File: src/hw/sifh_pkg.sv
package sifh_pkg;

    // histogram geometry
    localparam int NUM_BINS = 16;
    localparam int BIN_W    = 4;
    // counts stop at 255
    localparam int COUNT_W  = 8;
    // up to 8 pixels per array
    localparam int PIX_W    = 3;

    // raw timestamp from the TDC
    localparam int STAMP_W  = 12;
    // coarse window field, everything above the fine bin
    localparam int WIN_W    = STAMP_W - BIN_W;

    // coarse view, top bits pick the bin
    typedef struct packed {
        logic [BIN_W-1:0]         coarse;
        logic [STAMP_W-BIN_W-1:0] unused;
    } tof_ch_t;

    // fine view, window match gates the low bits
    typedef struct packed {
        logic [WIN_W-1:0] window;
        logic [BIN_W-1:0] fine;
    } tof_fh_t;

    // one stamp word, two decodings
    typedef union packed {
        tof_ch_t ch;
        tof_fh_t fh;
    } tof_word_u;

    typedef enum logic {
        MODE_CH = 1'b0,
        MODE_FH = 1'b1
    } hist_mode_e;

    // mapper result, one per stamp strobe
    typedef struct packed {
        logic             valid;
        logic             hit;
        logic [BIN_W-1:0] bin;
    } hist_evt_t;

    // increment request into the bank
    typedef struct packed {
        logic             en;
        logic             page;
        logic [PIX_W-1:0] pixel;
        logic [BIN_W-1:0] bin;
    } his_wr_t;

    // streamed histogram entry
    typedef struct packed {
        logic               valid;
        logic [PIX_W-1:0]   pixel;
        logic [BIN_W-1:0]   bin;
        logic [COUNT_W-1:0] count;
    } hist_word_t;

endpackage

File: src/hw/tof_bin_mapper.sv
`timescale 1ns/1ps

module tof_bin_mapper (
    input  logic                         clk,
    input  logic                         combin_res,
    input  logic                         stamp_valid,
    input  sifh_pkg::tof_word_u          stamp,
    input  sifh_pkg::hist_mode_e         mode,
    input  logic [sifh_pkg::WIN_W-1:0]   fh_window,
    output sifh_pkg::hist_evt_t          evt
);

    import sifh_pkg::*;

    // decoded stamp before the register
    logic             hit_d;
    logic [BIN_W-1:0] bin_d;

    // pick the view of the stamp word by mode
    always_comb begin
        case (mode)
            MODE_FH: begin
                // only the selected coarse window counts
                hit_d = (stamp.fh.window == fh_window);
                bin_d = stamp.fh.fine;
            end
            default: begin
                // coarse mode, every stamp lands somewhere
                hit_d = 1'b1;
                bin_d = stamp.ch.coarse;
            end
        endcase
    end

    // one register stage, evt follows the sampling edge
    always_ff @(posedge clk or negedge combin_res) begin
        if (!combin_res) begin
            evt <= '0;
        end else begin
            evt.valid <= stamp_valid;
            // rejected stamps still go out as shots, just without hit
            evt.hit   <= stamp_valid && hit_d;
            evt.bin   <= bin_d;
        end
    end

    // the pixel front end must hand over a clean word with every strobe
    a_stamp_known: assert property (
        @(posedge clk) disable iff (!combin_res)
        stamp_valid |-> !$isunknown(stamp)
    );

endmodule

File: config.mk
export PLATFORM = sky130hd
export DESIGN_NAME = tof_bin_mapper
export DESIGN_NICKNAME = d
export VERILOG_FILES = /design/src/hw/sifh_pkg.sv /design/src/hw/tof_bin_mapper.sv
export SDC_FILE = /design/constraint.sdc
export NUM_CORES = 1
export LEC_CHECK = 0
export BUFFER_PORTS_ARGS = -buffer_cell sky130_fd_sc_hd__buf_2
export CAP_MARGIN = 40
export CELL_PAD_IN_SITES_DETAIL_PLACEMENT = 1
export CELL_PAD_IN_SITES_GLOBAL_PLACEMENT = 2
export CORE_MARGIN = 2
export CORE_UTILIZATION = 19
export CTS_BUF_LIST = sky130_fd_sc_hd__clkbuf_8
export DETAILED_ROUTE_END_ITERATION = 8
export GPL_ROUTABILITY_DRIVEN = 0
export PLACE_DENSITY_LB_ADDON = 0.12
export SLEW_MARGIN = 0
export SYNTH_ARGS = -nofsm -noshare
export SYNTH_HDL_FRONTEND = slang
export SYNTH_SLANG_ARGS = --single-unit
export TNS_END_PERCENT = 30
File: constraint.sdc
create_clock -name clk -period 0.91 [get_ports clk]
set_clock_uncertainty 0.1 [all_clocks]
set_input_delay 0.1365 -clock clk [delete_from_list [all_inputs] [get_ports clk]]
set_output_delay 0.1365 -clock clk [all_outputs]
set_load 0.02 [all_outputs]
==> run summary <==
Status: complete, but fails checks
Failing checks: negative setup slack
Rows: 14
Final ANT Viol Nets: 0
Core area: 1470 um^2
Hold Vio Cnt, Final: 0
Combinational share of power: 0.210
DIE AREA: 1850 um^2
Layout Area Growth over Synthesis: 87.0%
CP Buf/Inv Count: 1
Fmax: 1.05 GHz
Placed Instances: 67
DIE HEIGHT: 43 um
Least-Margin Pin Slew: 0.144 ns
Top cells by area, synth: dfrtp_1 (52%), xnor2_1 (24%), mux2_2 (12%), nand4_1 (4.3%), mux2_1 (3.9%)
Post-layout min period: 0.949 ns
Final Max Tran Viols: 0
Int Pwr: 0.673 mW
Power Density: 1580 nW/um^2
Initial core utilization: 0.196
I/O Buffers: 29
CP Depth: 1
RSZ-0062 raised after global routing: yes
Switching Share: 0.211
Placed Area: 454 um^2
Die W: 43 um
# diodes: 0
First drt pass iteration count: 1
Critical Path Sink: evt[4]
Crit path cell chain: buf_6
Ys Warns: 0
Largest register FFs: 6
Crit path launch type: flip-flop
Routed Wire Length: 732 um
All-Layer GR Usage: 0.0981
Largest net degree at the start of global routing: 7
Final instance area: 541 um^2
Slew HR: 0.903
Switching power: 0.180 mW
Crit. End Element: primary output
Area leader, netlist: dfrtp_1
Top Registers: evt: 6 flops
Overflow left after global routing: 0
Syn Nets: 46
Setup TNS: -0.222 ns
TritonCTS buffer count: 3
Io pins: 30
Final period util: 1.04
Arr. time, crit path: 0.71 ns
Vias: 287
Clock transition at the registers of the reported paths: 0.03 ns
Number of synthesized register bits: 6
First-pass GRT wire length: 1270 um
Final setup violation count: 6
Vias in the first global route: 335
Worst hold-check path type: in2reg
Pleak: 0.260 nW
Sequential group share of total power: 0.344
CP startpoint: evt[4]$_DFF_PN0_
Sink Count: 6
CTS tree: built
Peak fanout along the critical path: 1
Crit Path Category: reg2out
Avg Cell Area, Syn: 13.1 um^2
Drt wl/cell: 10.2 um
DR DRC count: 0
Synth unique cells: 7
Mapped Cells: 22
Clock Tree Root: clkbuf_8
Share of the synthesized area in the top cell type: 0.519
H-tree Lvls: 1
Clock share of power: 0.446
Fin nets: 82
Slowest cell on the critical path: dfrtp_1
Final Util: 0.367
CP delay by family, top: flip-flops
Initial antenna violation count: 0
Finished Layout Cells: 72
Most flop-heavy register: evt
Peak VDD IR: 0.000424 V
Worst path max stage delay: 0.37 ns
Vias/cell: 3.99
DRT iter0 DRCs: 0
Min setup slack post-route: -0.0392 ns
Share of layout cells above drive strength 1: 0.625
Post-synthesis sequential area ratio: 0.519
Worst EP required: 0.67 ns
Post-Syn Area: 289 um^2
Final hold slack: 0.0464 ns
Max clock buf depth: 2
Max-cap check violation count: 0
-- area by class of cell --
cell class / instances / area (um^2)
clock buffer: 3 / 41.3
fill: 189 / 931
multi-input combinational: 16 / 139
sequential: 6 / 150
tap: 16 / 20.0
timing repair buffer: 31 / 190
-- stage by stage --
| stage | power (mW) | worst slack, ns |
|---|---|---|
| floorplan | 0.369 | 0.157 |
| global placement | 0.451 | -0.0249 |
| detailed placement | 0.457 | -0.0412 |
| CTS | 0.878 | -0.0497 |
| global route | 0.909 | -0.0710 |
| finish | 0.853 | -0.0392 |
-- layer usage --
metal | share of wire | up-vias | GRT usage
met1 | 0.35 | 127 | 0.0942
met5 | 0 | - | 0
li1 | - | 143 | -
met2 | 0.55 | 17 | 0.167
met3 | 0.10 | 0 | 0.0383
met4 | 0 | 0 | 0.0727
-- repair_timing --
item / 4_1_cts / 5_1_grt
resized for setup: 8 / 0
endpoints found under the hold margin: 7 / 0
buffers inserted: 0 / 0
setup endpoints to repair: 6 / 6
pin swaps: 0 / 0
hold buffers: 2 / 0
gates cloned: 0 / 0
-- worst min path at each step --
stage                     from               end  cells past startpoint
floorplan           combin_res  evt[0]$_DFF_PN0_                      0
global placement    combin_res  evt[5]$_DFF_PN0_                      1
detailed placement  combin_res  evt[2]$_DFF_PN0_                      1
CTS                   stamp[0]  evt[0]$_DFF_PN0_                      2
global route          stamp[2]  evt[2]$_DFF_PN0_                      2
finish                stamp[0]  evt[0]$_DFF_PN0_                      2
-- layout by cell type (no fill, tap or decap), drive strengths merged --
cell type	count
buf	29
dlygate4sd3	2
o21ai	1
nand4	2
clkbuf	3
xnor2	8
mux2	4
dfrtp	6
and2	1
-- power groups by stage --
stage               Clock (mW)  Sequential, mW  Combinational, mW
floorplan                    0           0.319             0.0499
global placement             0           0.293              0.158
detailed placement           0           0.294              0.163
CTS                      0.400           0.293              0.184
global route             0.417           0.295              0.197
finish                   0.380           0.293              0.179
-- synth_stat cells --
cell,instances
dfrtp_1,6
xnor2_1,8
and2_1,1
nand4_1,2
mux2_1,1
mux2_2,3
o21ai_1,1
-- logic make-up (layout without fill, tap and decap cells) --
kind of cell	count (synthesis)	count (layout)	share of synthesized area
xor gates and xnor gates	8	8	0.242
and+or+nand+nor	3	3	0.0649
AOI/OAI and AO/OA	1	1	0.0173
DFF	6	6	0.519
buffers and inverters	0	34	0
muxes	4	4	0.156
Note: power is estimated with default switching activity, not from simulation.
