$ cat config.mk
export PLATFORM = sky130hd
export DESIGN_NAME = his_readout
export DESIGN_NICKNAME = d
export VERILOG_FILES = /design/src/hw/sifh_pkg.sv /design/src/hw/his_readout.sv
export SDC_FILE = /design/constraint.sdc
export NUM_CORES = 1
export LEC_CHECK = 0
export BUFFER_PORTS_ARGS = -buffer_cell sky130_fd_sc_hd__buf_2
export CAP_MARGIN = 20
export CELL_PAD_IN_SITES_DETAIL_PLACEMENT = 0
export CELL_PAD_IN_SITES_GLOBAL_PLACEMENT = 1
export CORE_ASPECT_RATIO = 1.2
export CORE_MARGIN = 1.5
export CORE_UTILIZATION = 35
export DETAILED_ROUTE_END_ITERATION = 10
export GPL_ROUTABILITY_DRIVEN = 0
export PLACE_DENSITY = 0.67
export SLEW_MARGIN = 20
export SYNTH_ARGS = -nofsm -noshare
export SYNTH_HDL_FRONTEND = slang
export SYNTH_SLANG_ARGS = --single-unit
$ cat constraint.sdc
create_clock -name clk -period 1.6 [get_ports clk]
set_input_delay 0.32 -clock clk [delete_from_list [all_inputs] [get_ports clk]]
set_output_delay 0.32 -clock clk [all_outputs]
set_load 0.05 [all_outputs]
$ cat src/hw/sifh_pkg.sv
package sifh_pkg;

    // histogram geometry
    localparam int NUM_BINS = 16;
    localparam int BIN_W    = 4;
    // counts stop at 255
    localparam int COUNT_W  = 8;
    // up to 8 pixels per array
    localparam int PIX_W    = 3;

    // raw timestamp from the TDC
    localparam int STAMP_W  = 12;
    // coarse window field, everything above the fine bin
    localparam int WIN_W    = STAMP_W - BIN_W;

    // coarse view, top bits pick the bin
    typedef struct packed {
        logic [BIN_W-1:0]         coarse;
        logic [STAMP_W-BIN_W-1:0] unused;
    } tof_ch_t;

    // fine view, window match gates the low bits
    typedef struct packed {
        logic [WIN_W-1:0] window;
        logic [BIN_W-1:0] fine;
    } tof_fh_t;

    // one stamp word, two decodings
    typedef union packed {
        tof_ch_t ch;
        tof_fh_t fh;
    } tof_word_u;

    typedef enum logic {
        MODE_CH = 1'b0,
        MODE_FH = 1'b1
    } hist_mode_e;

    // mapper result, one per stamp strobe
    typedef struct packed {
        logic             valid;
        logic             hit;
        logic [BIN_W-1:0] bin;
    } hist_evt_t;

    // increment request into the bank
    typedef struct packed {
        logic             en;
        logic             page;
        logic [PIX_W-1:0] pixel;
        logic [BIN_W-1:0] bin;
    } his_wr_t;

    // streamed histogram entry
    typedef struct packed {
        logic               valid;
        logic [PIX_W-1:0]   pixel;
        logic [BIN_W-1:0]   bin;
        logic [COUNT_W-1:0] count;
    } hist_word_t;

endpackage

$ cat src/hw/his_readout.sv
`timescale 1ns/1ps

module his_readout #(
    parameter int NUM_PIXELS = 4
) (
    input  logic                          clk,
    input  logic                          combin_res,
    input  logic                          frame_done,
    input  logic                          page_sel,
    output logic                          rd_en,
    output logic                          rd_page,
    output logic [sifh_pkg::PIX_W-1:0]    rd_pixel,
    output logic [sifh_pkg::BIN_W-1:0]    rd_bin,
    input  logic [sifh_pkg::COUNT_W-1:0]  rd_count,
    output sifh_pkg::hist_word_t          hist_out,
    output logic                          overrun
);

    import sifh_pkg::*;

    logic busy;
    logic bin_last;
    logic walk_last;

    // address stage aligned with rd_count
    logic             s1_valid;
    logic [PIX_W-1:0] s1_pixel;
    logic [BIN_W-1:0] s1_bin;

    assign bin_last  = (rd_bin == BIN_W'(NUM_BINS - 1));
    assign walk_last = bin_last && (rd_pixel == PIX_W'(NUM_PIXELS - 1));

    // one read per cycle while walking
    assign rd_en = busy;

    always_ff @(posedge clk or negedge combin_res) begin
        if (!combin_res) begin
            busy     <= 1'b0;
            rd_page  <= 1'b0;
            rd_pixel <= '0;
            rd_bin   <= '0;
            overrun  <= 1'b0;
            s1_valid <= 1'b0;
            s1_pixel <= '0;
            s1_bin   <= '0;
            hist_out <= '0;
        end else begin
            if (frame_done && !busy) begin
                // page_sel has already flipped so read the other one
                busy     <= 1'b1;
                rd_page  <= ~page_sel;
                rd_pixel <= '0;
                rd_bin   <= '0;
            end else if (busy) begin
                // pixel-major with bins ascending
                rd_bin <= bin_last ? '0 : rd_bin + 1'b1;
                if (bin_last) begin
                    rd_pixel <= walk_last ? '0 : rd_pixel + 1'b1;
                end
                if (walk_last) begin
                    busy <= 1'b0;
                end
            end

            // a new frame while still streaming is dropped and flagged
            if (frame_done && busy) begin
                overrun <= 1'b1;
            end

            s1_valid <= busy;
            s1_pixel <= rd_pixel;
            s1_bin   <= rd_bin;

            hist_out.valid <= s1_valid;
            hist_out.pixel <= s1_pixel;
            hist_out.bin   <= s1_bin;
            hist_out.count <= s1_valid ? rd_count : '0;
        end
    end

    // back to back words inside one walk step through the bins in order
    a_walk_order: assert property (
        @(posedge clk) disable iff (!combin_res)
        (hist_out.valid && $past(hist_out.valid)) |->
            (hist_out.bin == BIN_W'($past(hist_out.bin) + 1'b1))
    );

endmodule

==> reports/qor.yml <==
floorplanning:
  dieArea_sq_mm: 0.00352
  num_io_pins: 38
  dieHeight_um: 64.7
  start_util_pct: 36.4
  rows: 22
  die_w_um: 54.4
  core_area_sq_mm: 0.00306
job:
  cap_violations: 0
pwr:
  p_int_mw: 1.60
  leakagePower_nw: 0.720
  p_sw_mw: 1.29
  clkPwrFrac_pct: 16.6
  p_per_area_mw_per_mm2: 2040
  ir_worst_vdd_v: 0.00123
  p_sw_share_pct: 44.8
  seqPwrFrac_pct: 44.5
  power_frac_comb_pct: 39.0
sta:
  hold_violations: 0
  tightest_slew_ns: 0.404
  rsz0062_at_grt: "false"
  finalSetupViolCount: 0
  min_period_over_period_pct: 92.5
  slew_viol_final: 0
  finalSetupTns_ns: 0
  maxSlewHeadroom_pct: 73.1
  fmax_ghz: 0.676
  finalCriticalPeriod_ns: 1.48
  finalClockSkew_ns: 0.00881
global_route:
  grt_max_degree: 35
  antenna_found_initial: 0
  grt_first_pass_wirelength_um: 2920
  grt_usage_pct: 12.2
  grt_pass1_vias: 666
  overflow: 0
drt:
  routed_wl_um: 1840
  initialDrtViolationCount: 2
  drc: 0
  via_count: 727
  viasPerCell: 4.60
  drtAntennaViolNets: 0
  wire_per_inst_um: 11.7
  first_pass_iters: 4
synthesis:
  ys_seq_elements: 34
  synth_sequential_area_ratio_pct: 76.6
  synth_common_cells: "dfrtp_1 (34), and2_1 (8), nand2_1 (6), nand3_1 (4)"
  yosysMostFrequentCell: "dfrtp_1"
  netlist_area_sq_mm: 0.00111
  synth_cell_types: 19
  synthCells: 76
  async_flop_share_pct: 100
  yosysTopAreaCellShare_pct: 76.6
  synth_top_cell_by_area: "dfrtp_1"
  synth_area_leaders: "dfrtp_1 (77%), and2_1 (4.5%), ha_1 (2.3%)"
  synthesis.nets: 90
  synth-edff-count: 0
  syn_avg_cell_area_sq_um: 14.6
  synth_ff_type: "dfrtp_1"
  yosys_warnings: 0
worst_setup_path:
  critPathMaxStageDelay_ns: 0.51
  crit_family: "flip-flops"
  crit_path_start_kind: "register"
  crit_type: "reg2out"
  ff2ff_path_depth: 3
  crit_arrival_ns: 1.16
  reg2reg_slack_ns: 0.34
  cpMaxStageDelayCell: "dfrtp_1"
  reg2reg_from: "rd_bin[0]"
  cp-end-kind: "output port"
  critical_path_buf_inv_count: 1
  critPathRequiredTime_ns: 1.28
  cp_max_fo: 8
  r2r-end: "rd_pixel[0]"
  crit_chain: "buf_2"
hold_path:
  worstHoldStart: "page_sel"
  hp-class: "in2reg"
  hold_end: "rd_page"
  min_path_cells: 2
placement:
  port_buffers: 37
  dp_hpwl_um: 1260
  dp.cells: 149
clocking:
  clkTransAtPathRegs_ns: 0.10
  cts_buffers: 5
  root_buffer: "clkbuf_4"
  cts_sinks: 34
  clock_latency_ns: 0.33
  cts_setup_buffers: 0
  cts_tree: "built"
  cts_max_level: 2
  clock_path_buffers: 2
finish:
  instances_no_fill: 158
  fill_cells: 291
  antenna_cells: 0
  area_growth_pct: 27.4
  layout-drive-gt1-share_pct: 39.3
  nets: 135
status:
  outcome: "complete, no violations"
## cell families after synthesis
family	after synthesis	synth area share, %
buffers and inverters	4	1.46
DFF	34	76.6
AOI/OAI and AO/OA	12	6.98
adders and majority gates	2	2.25
xor gates and xnor gates	1	0.788
and+or+nand+nor	23	11.9
## flip-flops by register name, indices dropped and copies added, names as in the netlist
signal / count
hist_out: 16
rd_bin: 4
overrun: 1
rd_en: 1
s1_pixel: 3
s1_bin: 4
rd_pixel: 3
s1_valid: 1
rd_page: 1
## cells in the final DEF, fill, tap and decap left out, types with 2 or more instances in the layout
cell / n
nand3_1: 4
o21ai_0: 3
nand2_1: 6
a21oi_1: 3
buf_2: 37
dfrtp_1: 33
inv_1: 3
ha_1: 2
clkbuf_4: 5
o31ai_1: 2
and2_1: 8
nor2_1: 2
## what timing repair did
action / in CTS / in global routing
endpoints found under the setup margin: 0 / 1
hold buffers: 1 / 0
hold endpoints to repair: 9 / 0
resized for setup: 0 / 1
## worst max-delay path by stage
stage | startpoint | endpoint | slack, ns | cells after the start
2_1_floorplan | rd_bin[0] | rd_pixel[0] | 0.12 | 3
3_3_place_gp | rd_bin[0] | rd_pixel[1] | 0.42 | 3
3_5_place_dp | rd_bin[0] | rd_pixel[0] | 0.33 | 3
4_1_cts | rd_en | rd_en | 0.05 | 1
5_1_grt | rd_bin[2] | rd_bin[2] | 0.06 | 1
6_report | rd_bin[2] | rd_bin[2] | 0.12 | 1
## area by class of cell
cell class                      count  area (sq um)  area share (%)
Sequential cell                    34           852            60.2
Multi-Input combinational cell     38           244            17.2
Timing Repair Buffer               39           203            14.3
Clock buffer                        7          55.1            3.89
Tap cell                           36          45.0            3.18
Inverter                            3          11.3           0.796
Clock inverter                      1          5.00           0.354
## per-layer routing
layer / GRT usage (%) / vias up / wire [um]
met5: 0 / - / 0
met4: 5.63 / 0 / 29
met3: 7.60 / 5 / 189
met2: 17.3 / 35 / 805
met1: 14.4 / 342 / 816
li1: - / 345 / -
## through the flow
step	hold WS [ns]	setup WS (ns)	instance area [sq um]	power (mW)	utilization [%]
6_report	0.166	0.120	1420	2.89	46.3
3_5_place_dp	0.337	0.334	1340	2.44	44.0
4_1_cts	0.154	0.0512	1410	2.93	46.3
2_1_floorplan	0.0244	0.118	1110	2.15	-
3_3_place_gp	0.332	0.421	1340	2.43	44.0
5_1_grt	0.174	0.0550	1420	3.07	46.3
## power by group through the flow
stage / Sequential (mW) / Clock (mW) / Combinational, mW
final: 1.29 / 0.480 / 1.13
after detailed placement: 1.31 / 0 / 1.13
after global routing: 1.33 / 0.539 / 1.21
after floorplan: 1.92 / 0 / 0.228
after CTS: 1.29 / 0.502 / 1.14
after global placement: 1.30 / 0 / 1.13
Power figures use the tool's default switching activity.
