[src/hw/sifh_pkg.sv]
package sifh_pkg;

    // histogram geometry
    localparam int NUM_BINS = 16;
    localparam int BIN_W    = 4;
    // counts stop at 255
    localparam int COUNT_W  = 8;
    // up to 8 pixels per array
    localparam int PIX_W    = 3;

    // raw timestamp from the TDC
    localparam int STAMP_W  = 12;
    // coarse window field, everything above the fine bin
    localparam int WIN_W    = STAMP_W - BIN_W;

    // coarse view, top bits pick the bin
    typedef struct packed {
        logic [BIN_W-1:0]         coarse;
        logic [STAMP_W-BIN_W-1:0] unused;
    } tof_ch_t;

    // fine view, window match gates the low bits
    typedef struct packed {
        logic [WIN_W-1:0] window;
        logic [BIN_W-1:0] fine;
    } tof_fh_t;

    // one stamp word, two decodings
    typedef union packed {
        tof_ch_t ch;
        tof_fh_t fh;
    } tof_word_u;

    typedef enum logic {
        MODE_CH = 1'b0,
        MODE_FH = 1'b1
    } hist_mode_e;

    // mapper result, one per stamp strobe
    typedef struct packed {
        logic             valid;
        logic             hit;
        logic [BIN_W-1:0] bin;
    } hist_evt_t;

    // increment request into the bank
    typedef struct packed {
        logic             en;
        logic             page;
        logic [PIX_W-1:0] pixel;
        logic [BIN_W-1:0] bin;
    } his_wr_t;

    // streamed histogram entry
    typedef struct packed {
        logic               valid;
        logic [PIX_W-1:0]   pixel;
        logic [BIN_W-1:0]   bin;
        logic [COUNT_W-1:0] count;
    } hist_word_t;

endpackage

[src/hw/acq_sequencer.sv]
`timescale 1ns/1ps

module acq_sequencer #(
    parameter int NUM_PIXELS       = 4,
    parameter int STAMPS_PER_PIXEL = 3,
    parameter int ACQ_PER_FRAME    = 2
) (
    input  logic                 clk,
    input  logic                 combin_res,
    input  sifh_pkg::hist_evt_t  evt,
    output sifh_pkg::his_wr_t    wr,
    output logic                 frame_done,
    output logic                 page_sel
);

    import sifh_pkg::*;

    // counter widths, at least one bit each
    localparam int SHOT_W = (STAMPS_PER_PIXEL > 1) ? $clog2(STAMPS_PER_PIXEL) : 1;
    localparam int ACQ_W  = (ACQ_PER_FRAME > 1) ? $clog2(ACQ_PER_FRAME) : 1;

    logic [SHOT_W-1:0] shot_cnt;
    logic [PIX_W-1:0]  pix_cnt;
    logic [ACQ_W-1:0]  acq_cnt;

    // terminal counts of the nested loops
    logic shot_last;
    logic pix_last;
    logic acq_last;
    logic frame_last;

    assign shot_last  = (shot_cnt == SHOT_W'(STAMPS_PER_PIXEL - 1));
    assign pix_last   = (pix_cnt == PIX_W'(NUM_PIXELS - 1));
    assign acq_last   = (acq_cnt == ACQ_W'(ACQ_PER_FRAME - 1));
    assign frame_last = shot_last && pix_last && acq_last;

    always_ff @(posedge clk or negedge combin_res) begin
        if (!combin_res) begin
            shot_cnt   <= '0;
            pix_cnt    <= '0;
            acq_cnt    <= '0;
            wr         <= '0;
            frame_done <= 1'b0;
            page_sel   <= 1'b0;
        end else begin
            // write tagged with the pixel and page before any advance
            wr.en      <= evt.valid && evt.hit;
            wr.page    <= page_sel;
            wr.pixel   <= pix_cnt;
            wr.bin     <= evt.bin;
            // pulse lines up with the last shot's write
            frame_done <= evt.valid && frame_last;

            // every strobe is a shot, hit or not
            if (evt.valid) begin
                if (!shot_last) begin
                    shot_cnt <= shot_cnt + 1'b1;
                end else begin
                    shot_cnt <= '0;
                    if (!pix_last) begin
                        pix_cnt <= pix_cnt + 1'b1;
                    end else begin
                        pix_cnt <= '0;
                        if (!acq_last) begin
                            acq_cnt <= acq_cnt + 1'b1;
                        end else begin
                            // frame over, swap fill and readout pages
                            acq_cnt  <= '0;
                            page_sel <= ~page_sel;
                        end
                    end
                end
            end
        end
    end

    // bank is sized for NUM_PIXELS, a stray pixel index would alias
    a_pixel_in_range: assert property (
        @(posedge clk) disable iff (!combin_res)
        wr.en |-> (int'(wr.pixel) < NUM_PIXELS)
    );

endmodule

[config.mk]
export PLATFORM = sky130hd
export DESIGN_NAME = acq_sequencer
export DESIGN_NICKNAME = d
export VERILOG_FILES = /design/src/hw/sifh_pkg.sv /design/src/hw/acq_sequencer.sv
export SDC_FILE = /design/constraint.sdc
export NUM_CORES = 1
export LEC_CHECK = 0
export ABC_CLOCK_PERIOD_IN_PS = 1100
export BUFFER_PORTS_ARGS = -buffer_cell sky130_fd_sc_hd__buf_2
export CAP_MARGIN = 5
export CORE_MARGIN = 3
export CORE_UTILIZATION = 41
export CTS_CLUSTER_DIAMETER = 60
export DETAILED_ROUTE_END_ITERATION = 16
export GPL_ROUTABILITY_DRIVEN = 0
export HOLD_SLACK_MARGIN = 0.12
export PLACE_DENSITY = 0.72
export REMOVE_ABC_BUFFERS = 1
export SLEW_MARGIN = 20
export SYNTH_ARGS = -nofsm -noshare
export SYNTH_HDL_FRONTEND = slang
export SYNTH_SLANG_ARGS = --single-unit
export TNS_END_PERCENT = 1
[constraint.sdc]
create_clock -name clk -period 1.1 [get_ports clk]
set_input_delay 0.055 -clock clk [delete_from_list [all_inputs] [get_ports clk]]
set_output_delay 0.055 -clock clk [all_outputs]
set_load 0.1 [all_outputs]
==> metrics, run 1 <==
status=finished, final reports clean; fillers=74; H-tree depth=1; First-pass DRT Iterations=3; Clk pwr share=14.7%; grt ovf=0; Routed Antenna Nets=0; residual DRC count=0; Final Hold Fails=0; Yosys warnings=0; DIE AREA=0.00191 mm²; Tot GR Track Use=11.5%; vias in the first global route=372; RSZ-0062 raised after global routing=no; Period minus WS final=1.02 ns; first-pass GRT wire length=1550 µm; crit start category=register; worst-skew pair later-pin latency=0.28 ns; Final Cycle Share=92.7%; final-stage net count=79; Via density=4.40; syn_area_per_cell=14.9 µm²; Worst-path clk slew=0.10 ns; WS Path Type=reg -> reg; routed vias=365; Final Skew=0.00654 ns; dpl cells=72; MaxCap Viol Count=0; total CTS buffers=3; Reg2Reg Capture Point=page_sel$_DFFE_PN0P_; Worst-Margin Slew=0.353 ns; Reg power frac=38.7%; CTS tree=yes; final slew viol count=0; worst flop-to-flop path startpoint=pix_cnt[1]$_DFFE_PN0P_; final worst slack=0.0800 ns; initial antenna violation count=0; clock sink count=17; root buf cell=clkbuf_4; Initial Utilization=47.8%; CP endpoint kind=register; Switching Fraction=45.2%; Post-CTS Setup Repair Bufs=0; Synth Register Bits=17; # port buffers=18; Chip Height=43.7 µm; R2R Setup Slk=0.08 ns; Internal=1.19 mW; final wirelength=937 µm; DP HPWL=581 µm; Final setup viols=0; Initial DRC Count=2; Power Density=2400 mW/mm²; dpl ws=0.00855 ns; R2R cell count=4; post-synthesis cell count=39; Worst Path Required=1.32 ns; synthesized cell area=582 µm²; sequential area share after synthesis=73.1%; f_max=980 MHz; switching pwr=0.986 mW; WL per Instance=11.3 µm; Layout Area Growth over Synthesis=55.9%; Distinct cells, synth=14; Comb pwr share=46.7%; critical path peak fanout=4; core area=0.00122 mm²; Final Non-Filler Cells=83; # IOs=19; Tot Pwr=2.18 mW; worst path arrival time=1.24 ns; worst hold path type=in -> async; LEAKAGE=0.459 nW; CTS Buffer Depth=2; largest net degree at the start of global routing=18; layout cell share with drive strength beyond 1=39.1%; ANT cells=0; peak supply drop=0.00159 V; Die Wd=43.7 µm; row count=12; slew margin rel.=76.5%
## registers in the layout (all words and copies together), names as in the netlist
register,count
acq_cnt,1
frame_done,1
shot_cnt,2
pix_cnt,3
page_sel,1
wr,9
## placed cells by master (no fill, tap or decap)
cell type / netlist / final
o21a_1: 1 / 1
buf_4: 0 / 2
dfrtp_1: 17 / 17
inv_1: 3 / 3
dlygate4sd3_1: 0 / 7
nand3b_4: 1 / 1
and2_1: 1 / 1
mux2i_1: 1 / 1
clkinv_2: 0 / 1
o21ai_0: 3 / 1
nand2_1: 3 / 3
nor3_4: 1 / 1
nand2b_4: 0 / 1
buf_12: 0 / 6
o21ai_1: 0 / 2
nor2_1: 1 / 1
xor2_1: 1 / 1
xnor2_1: 1 / 1
clkbuf_4: 0 / 7
nand2b_1: 4 / 3
ha_2: 0 / 1
buf_2: 0 / 7
## critical path, cell delays in order, from the launching register on
cell      delay [ns]
dfrtp_1         0.38
ha_2            0.22
nand2b_4        0.08
nor3_4          0.13
xor2_1          0.15
## layout make-up
type	count	area [µm²]	area share [%]
Sequential cell	17	425	46.9
Timing Repair Buffer	26	270	29.8
Multi-Input combinational cell	19	155	17.1
Clock buffer	3	22.5	2.48
Tap cell	14	17.5	1.93
Inverter	3	11.3	1.24
Clock inverter	1	5.00	0.552
## layer usage
layer	track usage, %	routed length [µm]
met1	11.1	359
met2	20.3	502
met3	4.15	59
met4	7.23	16
met5	0	0
## worst max path at each step
stage	startpoint	end	cells after the start
2_1_floorplan	page_sel$_DFFE_PN0P_	page_sel$_DFFE_PN0P_	1
3_3_place_gp	pix_cnt[0]$_DFFE_PN0P_	page_sel$_DFFE_PN0P_	4
3_5_place_dp	pix_cnt[1]$_DFFE_PN0P_	acq_cnt$_DFFE_PN0P_	4
4_1_cts	frame_done$_DFF_PN0_	frame_done	1
5_1_grt	pix_cnt[1]$_DFFE_PN0P_	page_sel$_DFFE_PN0P_	4
6_report	pix_cnt[1]$_DFFE_PN0P_	page_sel$_DFFE_PN0P_	4
## power groups by stage
stage / clock [mW] / sequential, mW / combinational, mW
2_1_floorplan: 0 / 1.38 / 0.172
3_5_place_dp: 0 / 0.852 / 0.949
5_1_grt: 0.363 / 0.856 / 1.07
3_3_place_gp: 0 / 0.846 / 0.947
4_1_cts: 0.337 / 0.840 / 0.991
6_report: 0.320 / 0.843 / 1.02
## cell usage after synthesis
| cell type | n | area share, % |
|---|---|---|
| nand3b_4 | 1 | 3.4 |
| nor3_4 | 1 | 2.8 |
| ha_1 | 1 | 2.2 |
| nor2_1 | 1 | 0.64 |
| dfrtp_1 | 17 | 73 |
| mux2i_1 | 1 | 1.7 |
| and2_1 | 1 | 1.1 |
| xor2_1 | 1 | 1.5 |
| o21a_1 | 1 | 1.3 |
| nand2_1 | 3 | 1.9 |
| nand2b_1 | 4 | 4.3 |
| inv_1 | 3 | 1.9 |
| xnor2_1 | 1 | 1.5 |
| o21ai_0 | 3 | 2.6 |
## cells by family after synthesis
family | count (synthesis) | synth area share [%]
flops | 17 | 73.1
simple gates | 11 | 14.2
compound gates | 4 | 3.87
buf+inv | 3 | 1.94
xor+xnor | 2 | 3.01
mux | 1 | 1.72
fa+ha+maj | 1 | 2.15
## through the flow
step | util [%] | TNS, ns | area (µm²) | hold slack, ns
6_report | 74.6 | 0 | 907 | 0.203
3_5_place_dp | 64.7 | 0 | 787 | -0.0134
2_1_floorplan | - | -0.139 | 582 | -0.241
3_3_place_gp | 64.7 | 0 | 787 | -0.0135
4_1_cts | 73.6 | 0 | 895 | 0.199
5_1_grt | 74.6 | 0 | 907 | 0.214
## timing repair
item                                   4_1_cts  5_1_grt
setup endpoints to repair                    3        7
endpoints found under the hold margin       25        0
resized for setup                            2        7
hold buffers                                 7        0
Power figures use the tool's default switching activity.
==> run 2, diff against run 1 <==
- REMOVE_ABC_BUFFERS: 1 -> default
==> run 2 against run 1 <==
- via count is 3.8% higher
- cell count did not move
- clock skew fell by 0.0048 ns
- utilization is 1.0 points higher
- die area unchanged
- critical endpoint unchanged
- worst hold slack improved by 0.0079 ns
- setup slack lost 0.0098 ns
- register-to-register slack is essentially flat
- clock power fell by 3%
- sequential cell count did not move
- sequential power is 2% higher
==> metrics, run 2 (synthesized netlist as in run 1, its figures left out) <==
status=finished, final reports clean; DP HPWL=625 µm; Initial Utilization=47.8%; clock sink count=17; DIE AREA=0.00191 mm²; R2R cell count=4; RSZ-0062 raised after global routing=yes; WL per Instance=12.2 µm; Power Density=2400 mW/mm²; Period minus WS final=1.03 ns; fillers=73; Routed Antenna Nets=0; final-stage net count=79; worst hold path type=in -> async; Layout Area Growth over Synthesis=58.1%; first-pass GRT wire length=1750 µm; Worst-Margin Slew=0.362 ns; most frequent cells in the layout=dfrtp_1 (16), clkbuf_4 (8), dlygate4sd3_1 (7), buf_2 (7), buf_12 (6); slew margin rel.=75.9%; CP delay by family, top=buffers and inverters; commonest non-fill, non-tap cell in the layout=dfrtp_1; LEAKAGE=0.456 nW; dpl cells=72; # IOs=19; Regs by FF count=wr x9, pix_cnt x3, shot_cnt x2; max reg flops=9; Tot GR Track Use=13.1%; slowest stage cell on the critical path=dlygate4sd3_1; Chip Height=43.7 µm; post-synth net total=48; layout cell share with drive strength beyond 1=40.6%; worst path arrival time=1.24 ns; MaxCap Viol Count=0; Top reg by flops=wr; ANT cells=0; vias in the first global route=417; H-tree depth=1; final slew viol count=0; Final Skew=0.00178 ns; Final setup viols=0; f_max=971 MHz; residual DRC count=0; worst-skew pair later-pin latency=0.28 ns; WS Path Type=in -> reg; row count=12; Worst Path Required=1.31 ns; Final Cycle Share=93.6%; Max stage delay on crit path=0.53 ns; worst flop-to-flop path startpoint=pix_cnt[1]$_DFFE_PN0P_; Reg2Reg Capture Point=page_sel$_DFFE_PN0P_; critical path peak fanout=7; Via density=4.57; initial antenna violation count=0; crit path buf inv count=2; Final Hold Fails=0; R2R Setup Slk=0.08 ns; grt ovf=0; Finished Cell Area=920 µm²; routed vias=379; Final TNS setup=0 ns; First-pass DRT Iterations=2; peak supply drop=0.00118 V; total CTS buffers=3; Final Non-Filler Cells=83; final wirelength=1010 µm; Worst Setup SP=evt[5]; placed instance area=788 µm²; largest net degree at the start of global routing=18; # port buffers=18; crit start category=input port; CTS tree=yes; final core occ=75.6%; Cell Chain, Critical Path=dlygate4sd3_1, buf_2, nand3b_4, nor3_4, xor2_1; root buf cell=clkbuf_4; CTS Buffer Depth=2; core area=0.00122 mm²; CP endpoint kind=register; Worst-path clk slew=0.09 ns; Initial DRC Count=2; Die Wd=43.7 µm
run 2: layout make-up:
cell class | count | area (µm²) | share of cell area [%]
sequential | 17 | 427 | 46.4
timing repair buffer | 26 | 270 | 29.4
multi-input combinational | 19 | 168 | 18.2
clock buffer | 4 | 26.3 | 2.86
tap | 14 | 17.5 | 1.90
inverter | 3 | 11.3 | 1.22
run 2: worst max path at each step:
| stage | cells after the start | endpoint |
|---|---|---|
| after floorplan | 4 | page_sel$_DFFE_PN0P_ |
| after global placement | 4 | page_sel$_DFFE_PN0P_ |
| after detailed placement | 4 | acq_cnt$_DFFE_PN0P_ |
| after CTS | 1 | wr[5] |
| after global routing | 3 | page_sel$_DFFE_PN0P_ |
| final | 5 | page_sel$_DFFE_PN0P_ |
run 2: metrics by stage:
step	hold slack [ns]	power, mW	setup WS, ns
floorplan	-0.241	1.55	0.0370
global placement	-0.0141	1.80	0.0507
detailed placement	-0.0140	1.82	-0.00807
CTS	0.207	2.17	0.00103
global route	0.215	2.33	-0.00550
finish	0.211	2.21	0.0702
run 2: layer usage:
layer / global-route usage (%) / up-vias / part of all wire, %
met4: 9.04 / 0 / 2.7
met5: 0 / - / 0
met3: 4.98 / 4 / 6.6
met1: 12.1 / 176 / 37
met2: 23.3 / 16 / 54
li1: - / 183 / -
run 2: timing repair:
item	CTS	global route
resized for setup	1	8
setup buffers	0	0
hold buffers	7	0
setup endpoints to repair	2	9
endpoints found under the hold margin	25	0
run 2: report_power, final:
group / switching, mW / leakage, nW / total (mW) / internal [mW]
sequential: 0.0955 / 0.211 / 0.860 / 0.765
clock: 0.171 / 0.0150 / 0.312 / 0.141
combinational: 0.731 / 0.229 / 1.04 / 0.306
total: 0.998 / 0.456 / 2.21 / 1.21
